### src/verilog/fp_format_pkg.sv
`default_nettype none

// ieee 754 binary32 layout
package fp_format_pkg;

  // whole word, sign | exponent | fraction
  typedef logic [31:0] fp32_t;

  typedef logic [7:0]  fp_exp_t;   // biased exponent
  typedef logic [22:0] fp_frac_t;  // stored fraction
  typedef logic [23:0] fp_sig_t;   // fraction with hidden one
  typedef logic [47:0] fp_prod_t;  // 24x24 significand product

  // wide enough for exponent sums below 0 and above 255
  typedef logic signed [9:0] fp_wexp_t;

  localparam fp_exp_t exp_bias     = 8'd127;
  localparam fp_exp_t exp_all_ones = 8'd255;

  // canonical quiet nans
  localparam fp32_t qnan_pos = 32'h7fc0_0000;
  localparam fp32_t qnan_neg = 32'hffc0_0000;

endpackage

`default_nettype wire

### src/verilog/fp_mul_pkg.sv
`default_nettype none

package fp_mul_pkg;

  // 0 nearest-even, 1 toward zero
  typedef logic rnd_mode_t;

  typedef struct packed {
    logic invalid;
    logic overflow;
    logic underflow;
    logic inexact;
  } fp_flags_t;

  typedef struct packed {
    fp_format_pkg::fp32_t a;
    fp_format_pkg::fp32_t b;
    rnd_mode_t            rnd;
  } fp_mul_req_t;

  typedef struct packed {
    fp_format_pkg::fp32_t result;
    fp_flags_t            flags;
  } fp_mul_rsp_t;

  // stage 1 special-case outcome, hit overrides the arithmetic path
  typedef struct packed {
    logic                 hit;
    fp_format_pkg::fp32_t result;
    logic                 invalid;
  } fp_special_t;

  typedef struct packed {
    logic                    sign;
    fp_format_pkg::fp_wexp_t exp_sum;  // already unbiased once
    fp_format_pkg::fp_prod_t prod;
    rnd_mode_t               rnd;
  } fp_prod_t_s;

endpackage

`default_nettype wire

### src/verilog/fp_special_path.sv
`timescale 1ns/1ps
`default_nettype none

module fp_special_path (
  input  logic                    clk,
  input  logic                    rst_n,
  input  logic                    load,
  input  fp_mul_pkg::fp_mul_req_t req,
  output fp_mul_pkg::fp_special_t special
);
  import fp_format_pkg::*;
  import fp_mul_pkg::*;

  typedef struct packed {
    logic nan;
    logic inf;
    logic zero;
  } fp_class_t;

  fp_class_t   cls_a;
  fp_class_t   cls_b;
  logic        sign_x;
  fp_special_t special_next;

  function automatic fp_class_t classify(input fp32_t x);
    fp_class_t c;
    c.nan  = (x[30:23] == exp_all_ones) && (x[22:0] != '0);
    c.inf  = (x[30:23] == exp_all_ones) && (x[22:0] == '0);
    c.zero = (x[30:23] == '0);  // subnormals count as zero
    return c;
  endfunction

  always_comb begin
    cls_a  = classify(req.a);
    cls_b  = classify(req.b);
    sign_x = req.a[31] ^ req.b[31];

    special_next     = '0;
    special_next.hit = 1'b1;
    // priority order matters here
    if (cls_a.nan || cls_b.nan) begin
      special_next.result  = qnan_pos;
      special_next.invalid = 1'b1;
    end else if ((cls_a.inf && cls_b.zero) || (cls_b.inf && cls_a.zero)) begin
      special_next.result  = qnan_neg;
      special_next.invalid = 1'b1;
    end else if (cls_a.inf || cls_b.inf) begin
      special_next.result = {sign_x, exp_all_ones, fp_frac_t'(0)};
    end else if (cls_a.zero || cls_b.zero) begin
      special_next.result = {sign_x, 31'd0};
    end else begin
      special_next.hit = 1'b0;  // ordinary operands
    end
  end

  always_ff @(posedge clk or negedge rst_n) begin
    if (!rst_n) begin
      special <= '0;
    end else if (load) begin
      special <= special_next;
    end
  end

endmodule

`default_nettype wire

### src/verilog/fp_mant_mul.sv
`timescale 1ns/1ps
`default_nettype none

module fp_mant_mul (
  input  logic                    clk,
  input  logic                    rst_n,
  input  logic                    load,
  input  fp_mul_pkg::fp_mul_req_t req,
  output fp_mul_pkg::fp_prod_t_s  prod
);
  import fp_format_pkg::*;
  import fp_mul_pkg::*;

  fp_exp_t    exp_a;
  fp_exp_t    exp_b;
  fp_sig_t    sig_a;
  fp_sig_t    sig_b;
  fp_prod_t_s prod_next;

  always_comb begin
    exp_a = req.a[30:23];
    exp_b = req.b[30:23];
    // hidden one always set, zero and subnormal go the special path
    sig_a = {1'b1, req.a[22:0]};
    sig_b = {1'b1, req.b[22:0]};

    prod_next.sign    = req.a[31] ^ req.b[31];
    prod_next.exp_sum = fp_wexp_t'({2'b00, exp_a})
                      + fp_wexp_t'({2'b00, exp_b})
                      - fp_wexp_t'({2'b00, exp_bias});
    prod_next.prod    = sig_a * sig_b;  // 48 bit, top bit may be 1x.xx
    prod_next.rnd     = req.rnd;
  end

  always_ff @(posedge clk or negedge rst_n) begin
    if (!rst_n) begin
      prod <= '0;
    end else if (load) begin
      prod <= prod_next;
    end
  end

endmodule

`default_nettype wire

### src/verilog/fp_round_pack.sv
`timescale 1ns/1ps
`default_nettype none

module fp_round_pack (
  input  logic                    clk,
  input  logic                    rst_n,
  input  logic                    in_valid,
  output logic                    in_ready,
  output logic                    load,
  input  fp_mul_pkg::fp_special_t special,
  input  fp_mul_pkg::fp_prod_t_s  prod,
  output logic                    out_valid,
  input  logic                    out_ready,
  output fp_mul_pkg::fp_mul_rsp_t rsp
);
  import fp_format_pkg::*;
  import fp_mul_pkg::*;

  logic        s1_valid;
  logic        s2_ready;
  logic        s2_load;

  logic        norm_shift;
  fp_prod_t    norm;
  fp_sig_t     sig;
  logic        guard_bit;
  logic        round_bit;
  logic        sticky_bit;
  logic        round_up;
  logic [24:0] sig_rnd;
  fp_wexp_t    exp_fin;
  fp_frac_t    frac_fin;
  logic        ovf;
  logic        unf;
  fp_mul_rsp_t rsp_next;

  assign s2_ready = out_ready || !out_valid;
  assign in_ready = s2_ready || !s1_valid;
  assign load     = in_valid && in_ready;
  assign s2_load  = s1_valid && s2_ready;

  always_ff @(posedge clk or negedge rst_n) begin
    if (!rst_n) begin
      s1_valid  <= 1'b0;
      out_valid <= 1'b0;
    end else begin
      if (load) begin
        s1_valid <= 1'b1;
      end else if (s2_ready) begin
        s1_valid <= 1'b0;  // drained into stage 2
      end

      if (s2_load) begin
        out_valid <= 1'b1;
      end else if (out_ready) begin
        out_valid <= 1'b0;
      end
    end
  end

  always_comb begin
    // product is 01.x or 1x.x, bring the leading one to bit 47
    norm_shift = prod.prod[47];
    norm       = norm_shift ? prod.prod : prod.prod << 1;

    sig        = norm[47:24];
    guard_bit  = norm[23];
    round_bit  = norm[22];
    sticky_bit = |norm[21:0];

    // rnd 0 is nearest-even, toward zero just truncates
    round_up = (prod.rnd == 1'b0) && guard_bit && (round_bit || sticky_bit || sig[0]);
    sig_rnd  = {1'b0, sig} + 25'(round_up);

    exp_fin  = prod.exp_sum
             + fp_wexp_t'({9'd0, norm_shift})
             + fp_wexp_t'({9'd0, sig_rnd[24]});
    frac_fin = sig_rnd[24] ? sig_rnd[23:1] : sig_rnd[22:0];

    ovf = exp_fin >= fp_wexp_t'({2'b00, exp_all_ones});
    unf = exp_fin <= fp_wexp_t'(0);

    rsp_next = '0;
    if (special.hit) begin
      rsp_next.result        = special.result;
      rsp_next.flags.invalid = special.invalid;
    end else begin
      rsp_next.flags.inexact = guard_bit || round_bit || sticky_bit;
      if (ovf) begin
        rsp_next.result         = {prod.sign, exp_all_ones, fp_frac_t'(0)};
        rsp_next.flags.overflow = 1'b1;
        rsp_next.flags.inexact  = 1'b1;
      end else if (unf) begin
        // flush to zero, no subnormal results
        rsp_next.result          = {prod.sign, 31'd0};
        rsp_next.flags.underflow = 1'b1;
        rsp_next.flags.inexact   = 1'b1;
      end else begin
        rsp_next.result = {prod.sign, exp_fin[7:0], frac_fin};
      end
    end
  end

  always_ff @(posedge clk) begin
    if (s2_load) begin
      rsp <= rsp_next;
    end
  end

endmodule

`default_nettype wire

### src/verilog/fp_mul_top.sv
`timescale 1ns/1ps
`default_nettype none

// two-stage binary32 multiplier with valid/ready on both sides
module fp_mul_top (
  input  logic                    clk,
  input  logic                    rst_n,
  input  logic                    in_valid,
  output logic                    in_ready,
  input  fp_mul_pkg::fp_mul_req_t req,
  output logic                    out_valid,
  input  logic                    out_ready,
  output fp_mul_pkg::fp_mul_rsp_t rsp
);
  import fp_mul_pkg::*;

  logic        load;     // stage 1 capture strobe
  fp_special_t special;
  fp_prod_t_s  prod;

  fp_special_path i_special (
    .clk     (clk),
    .rst_n   (rst_n),
    .load    (load),
    .req     (req),
    .special (special)
  );

  fp_mant_mul i_mant_mul (
    .clk   (clk),
    .rst_n (rst_n),
    .load  (load),
    .req   (req),
    .prod  (prod)
  );

  fp_round_pack i_round_pack (
    .clk       (clk),
    .rst_n     (rst_n),
    .in_valid  (in_valid),
    .in_ready  (in_ready),
    .load      (load),
    .special   (special),
    .prod      (prod),
    .out_valid (out_valid),
    .out_ready (out_ready),
    .rsp       (rsp)
  );

endmodule

`default_nettype wire

### config.mk
export PLATFORM = sky130hd
export DESIGN_NAME = fp_mul_top
export DESIGN_NICKNAME = d
export VERILOG_FILES = /design/src/verilog/fp_format_pkg.sv /design/src/verilog/fp_mul_pkg.sv /design/src/verilog/fp_special_path.sv /design/src/verilog/fp_mant_mul.sv /design/src/verilog/fp_round_pack.sv /design/src/verilog/fp_mul_top.sv
export SDC_FILE = /design/constraint.sdc
export NUM_CORES = 2
export LEC_CHECK = 0
export BUFFER_PORTS_ARGS = -buffer_cell sky130_fd_sc_hd__buf_2
export CAP_MARGIN = 25
export CORE_MARGIN = 2
export CORE_UTILIZATION = 60
export CTS_BUF_LIST = sky130_fd_sc_hd__clkbuf_4 sky130_fd_sc_hd__clkbuf_8 sky130_fd_sc_hd__clkbuf_16
export DETAILED_ROUTE_END_ITERATION = 6
export PLACE_DENSITY = 0.88
export SETUP_SLACK_MARGIN = 0.4
export SYNTH_ARGS = -nofsm -noshare
export SYNTH_HDL_FRONTEND = slang
export SYNTH_SLANG_ARGS = --single-unit
### constraint.sdc
create_clock -name clk -period 17.7 [get_ports clk]
set_input_delay 1.77 -clock clk [delete_from_list [all_inputs] [get_ports clk]]
set_output_delay 1.77 -clock clk [all_outputs]
set_load 0.01 [all_outputs]
Word-level counts from Yosys, hierarchy flattened. Cells that the tools add are included.

Register bits after elaboration: 132. Input bits: 69. Word-level logic and storage cells: 79.

Add/subtract/negate cells: 5. Multiply operators: 1. Magnitude comparators: 2. Eq/ne operators: 2. Mux-type cells: 21. Bitwise gates (word level): 2. Reductions and logical operators: 32.

Operators with widths (count): $mux W32 (4); $mux W31 (2); $mul A24 B24 Y48 (1); $mux W48 (1); $logic_not A23 Y1 (2); $reduce_bool A23 Y1 (2); $mux W33 (1); $add A24 B1 Y25 (1); $mux W23 (1); $reduce_or A22 Y1 (1); $add A10 B2 Y10 (2); $eq A8 B8 Y1 const B (2); $logic_not A8 Y1 (2); $mux W1 (11); $ge A10 B9 Y1 const B (1); $le A10 B1 Y1 const B (1); $logic_and A1 B1 Y1 (10); $logic_or A1 B1 Y1 (10); $sub A10 B8 Y10 const B (1); $add A8 B8 Y9 (1); $reduce_bool A2 Y1 (2); $logic_not A1 Y1 (2); $mux W2 (1); $reduce_or A2 Y1 (1); other kinds (2) (2).

Depth between registers and ports, before layout.
Depth in word-level cells: 11. Mapped depth: 26.

Cells and area by module. Synthesis repeated with hierarchy kept, for this count alone.

Cell total of the unflattened synthesis: 2819. Area total of the unflattened synthesis: 25438.1 um^2.

By module, submodules not included: fp_mant_mul (instances 1, cells each 2380, area each 21565.7 um^2); fp_round_pack (instances 1, cells each 354, area each 3228.1 um^2); fp_special_path (instances 1, cells each 85, area each 644.4 um^2).

Worst setup path before layout. OpenSTA, ideal clock, no wires.

Path kind: input -> register. Start point: in req[55] in the netlist's numbering. End point: reg i_mant_mul.prod[45] (netlist name). Library setup time: 0.092 ns. Arrival time: 7.909 ns. Data required time: 17.608 ns. Setup slack: 9.699 ns. Cell stages on the path: 25. Buffers on the path: 3. Path through: clkbuf_1 clkbuf_1 nand2_1 fa_1 inv_1 fa_1 inv_1 fa_1 fa_1 inv_1 fa_1 fa_1 inv_1 fa_1 inv_1 ha_1 clkbuf_1 a21oi_1 o21ai_1 a221oi_1 o21ai_0 a211oi_2 a2111oi_1 o21a_1 o31ai_2.

Longest elaborated chain between the ends: 1.

RTL lines: start: declaration (line fp_mul_top.sv:10) `input fp_mul_pkg::fp_mul_req_t req,`; $mul A24 B24 Y48 (line fp_mant_mul.sv:31) `prod_next.prod = sig_a * sig_b;`.

No other way between the ends. A chain may end at the register's enable or synchronous reset.

Worst setup path in the final report.
Start point: in req[1] in the netlist's numbering. End point: reg i_mant_mul.prod[46] (netlist name).

Longest elaborated chain between the ends: 1.

RTL lines (line): $mul A24 B24 Y48 (fp_mant_mul.sv:31).

No other way between the ends.

==> flow_metrics.py <==
metrics = {
    "status": {
        "status": "finished, final reports clean",
    },
    "finish": {
        "areaGrowthSynthToFinish_pct": 4.16,
        "fin_cells": 3307,
        "layout-drive-gt1-share_pct": 5.08,
        "fill_cells": 3350,
        "diodes": 0,
        "layout.nets": 3507,
    },
    "setup_path": {
        "r2r_setup_slack_ns": 11.63,
        "required_ns": 17.93,
        "crit_cells": 23,
        "crit_chain": "buf_2 -> clkinv_1 -> fa_1 -> inv_1 -> fa_1 -> inv_1 -> fa_1 -> fa_1 -> inv_1 -> fa_1 -> fa_1 -> inv_1 -> fa_1 -> inv_1 -> ha_1 -> and3_1 -> and3_1 -> nand2_1 -> a211oi_1 -> o21ai_1 -> a21oi_1 -> mux2i_1 -> o311ai_1",
        "critPathMaxStageDelay_ns": 0.66,
        "path_common_cell": "fa_1",
        "endpoint_kind": "flip-flop",
        "start_kind": "primary input",
        "crit_slowest_cell": "fa_1",
        "crit_fanout": 17,
        "crit_buf_inv": 7,
        "crit_end": "i_mant_mul.prod[46]",
        "cp-startpoint": "req[1]",
        "cp_top_family": "adder cells",
        "r2r_cells": 18,
        "r2r-start": "i_mant_mul.prod[48]",
        "arrival_ns": 8.81,
        "crit_type": "primary input to flip-flop",
        "r2r_end": "i_round_pack.rsp[17]",
    },
    "clock_tree": {
        "htreeDepth": 3,
        "clockBufferDepth": 2,
        "postCtsSetupBuffers": 0,
        "post_cts_resized": 0,
        "clk-insertion-delay-late_ns": 0.36,
        "ctsHoldBuffers": 0,
        "cts-buffers-inserted": 9,
        "clk_pin_slew_worst_paths_ns": 0.07,
        "cts.sinks": 102,
        "clockRootBuffer": "clkbuf_16",
        "cts_tree": "yes",
    },
    "place": {
        "dp_slack_ns": 8.83,
        "portBuffers": 106,
        "gp_congestion": 1.03,
        "dp_cells": 3290,
        "hpwl_um": 52700,
    },
    "drt": {
        "vias": 19300,
        "routed_wl_um": 67100,
        "viasPerCell": 5.83,
        "antenna_left": 0,
        "drt_iter0_markers": 1601,
        "first_pass_iters": 6,
        "wl_per_cell_um": 20.3,
        "drcViolationCount": 0,
    },
    "global_routing": {
        "grt_pass1_wl_um": 108000,
        "grt_pass1_vias": 20700,
        "grt.total_usage_pct": 33.0,
        "antenna_found_initial": 0,
        "grt.overflow.total": 0,
        "grt_max_degree": 119,
    },
    "timing": {
        "rsz0062_at_grt": "false",
        "tns_ns": 0,
        "tightest_slew_ns": 1.00,
        "max_freq_ghz": 0.116,
        "setup_viol": 0,
        "hold_violations": 0,
        "fin_crit_ns": 8.59,
        "setup_ws_ns": 9.11,
        "drv_slew": 0,
        "clock_skew_ns": 0.00990,
        "relSlewSlack_pct": 33.1,
        "post-route-period-util_pct": 48.5,
    },
    "synthesis": {
        "ys_ff_latch": 102,
        "syn-num-nets": 3523,
        "synth_edf_count": 36,
        "synth_cells": 2786,
        "synth_ff_type": "dfrtp_1",
        "yosysWarnings": 0,
        "avgSynthCellArea_sq_um": 8.84,
        "synthesis.area_sq_um": 24600,
        "synth_cell_types": 70,
        "synth-async-reset-ratio_pct": 64.7,
        "yosysSeqAreaShare_pct": 11.1,
    },
    "worst_hold_path": {
        "hold_class": "flip-flop to flip-flop",
    },
    "die": {
        "die_area_sq_um": 42700,
        "core_region_area_sq_um": 40600,
        "pin_count": 107,
        "start_util_pct": 60.6,
        "fp.dieW_um": 207,
        "die_h_um": 207,
        "rows": 74,
    },
    "job": {
        "max_cap_viol_count": 0,
    },
}
per-stage QoR:
stage	hold WS (ns)	utilization (%)	cell area [sq um]
floorplan	0.433	-	24600
global placement	0.450	62.3	25300
detailed placement	0.469	62.3	25300
CTS	0.486	63.0	25600
global route	0.508	63.1	25600
finish	0.482	63.1	25600
synth_stat cells, types with 6 or more instances:
library cell,count,share of area [%]
a211oi_1,12,0.37
a21o_1,25,0.76
a21oi_1,73,1.5
a31oi_1,9,0.23
and2_1,261,6.6
and3_1,17,0.43
and4_1,6,0.21
buf_2,7,0.14
clkbuf_1,125,1.9
dfrtp_1,66,6.7
edfxtp_1,36,4.4
fa_1,484,39
ha_1,184,9.3
inv_1,592,9.0
mux2i_1,19,0.77
nand2_1,383,5.8
nand2b_1,13,0.33
nand3_1,29,0.59
nand4_1,24,0.61
nor2_1,93,1.4
nor2b_1,12,0.30
nor3_1,18,0.37
nor4_1,23,0.58
o211ai_1,8,0.24
o21a_1,8,0.24
o21ai_0,46,0.93
o21ai_1,35,0.71
o21bai_1,11,0.34
o31ai_1,6,0.18
xnor2_1,49,1.7
xor2_1,39,1.4
per-layer routing:
metal / GRT usage [%] / share of wire (%) / up-vias
li1: - / - / 8448
met1: 42.1 / 38 / 9543
met2: 54.9 / 47 / 1070
met3: 6.50 / 10 / 209
met4: 14.6 / 4.9 / 0
met5: 0 / 0 / -
worst reg2reg max path, stage by stage, from the launching register on:
cell	delay (ns)
dfrtp_2	0.50
nand2b_1	0.22
a21oi_1	0.15
ha_1	0.23
nand3_1	0.16
nor4_1	0.72
and4b_1	0.32
nand3_1	0.17
nor2_1	0.30
fa_1	0.33
ha_1	0.33
nand3_1	0.13
o21ai_0	0.23
a31oi_1	0.15
o41ai_1	0.54
or2_1	0.30
nand2b_1	0.47
or2_1	0.41
a211oi_1	0.10
registers in the layout, indices dropped and copies added (netlist names):
signal / flops
i_mant_mul.prod: 60
i_round_pack.out_valid: 1
i_round_pack.rsp: 36
i_round_pack.s1_valid: 1
i_special.special: 4
layout by cell type, fill, tap and decap left out, drive strengths merged, types with 36 or more instances in the layout:
cell    count
inv       595
xnor2      49
ha        184
fa        484
and2      261
nand2     383
buf       111
a21oi      73
o21ai      81
dfrtp      66
edfxtp     36
nor2       93
xor2       39
cell families (layout without fill, tap and decap cells):
| group | count (synthesis) | after routing | synth area share (%) |
|---|---|---|---|
| multiplexers | 24 | 24 | 1.00 |
| AO/OA/AOI/OAI | 269 | 269 | 6.82 |
| XOR/XNOR | 88 | 88 | 3.13 |
| AND/OR/NAND/NOR | 900 | 900 | 18.0 |
| buffers and inverters | 735 | 724 | 11.2 |
| adder cells (fa/ha/maj) | 668 | 668 | 48.7 |
| flip-flops | 102 | 102 | 11.1 |
cell type report:
type | count | area [sq um] | area share, %
Clock inverter | 6 | 56.3 | 0.220
Clock buffer | 10 | 233 | 0.907
Timing Repair Buffer | 111 | 588 | 2.29
Tap cell | 532 | 666 | 2.60
Sequential cell | 102 | 2730 | 10.7
Inverter | 597 | 2240 | 8.74
Multi-Input combinational cell | 1949 | 19100 | 74.6
worst min-delay path by stage:
stage | startpoint | to | slack [ns] | depth (start not counted)
after detailed placement | i_mant_mul.prod[2] | i_mant_mul.prod[2] | 0.47 | 2
after floorplan | i_special.special[32] | i_special.special[32] | 0.43 | 2
final | i_mant_mul.prod[7] | i_mant_mul.prod[7] | 0.48 | 2
after global routing | i_mant_mul.prod[9] | i_mant_mul.prod[9] | 0.51 | 2
after CTS | i_mant_mul.prod[2] | i_mant_mul.prod[2] | 0.49 | 2
after global placement | i_mant_mul.prod[1] | i_mant_mul.prod[1] | 0.45 | 2
Power is not shown: default switching activity piles up to over one toggle a cycle in this logic, so the estimate is an artifact.
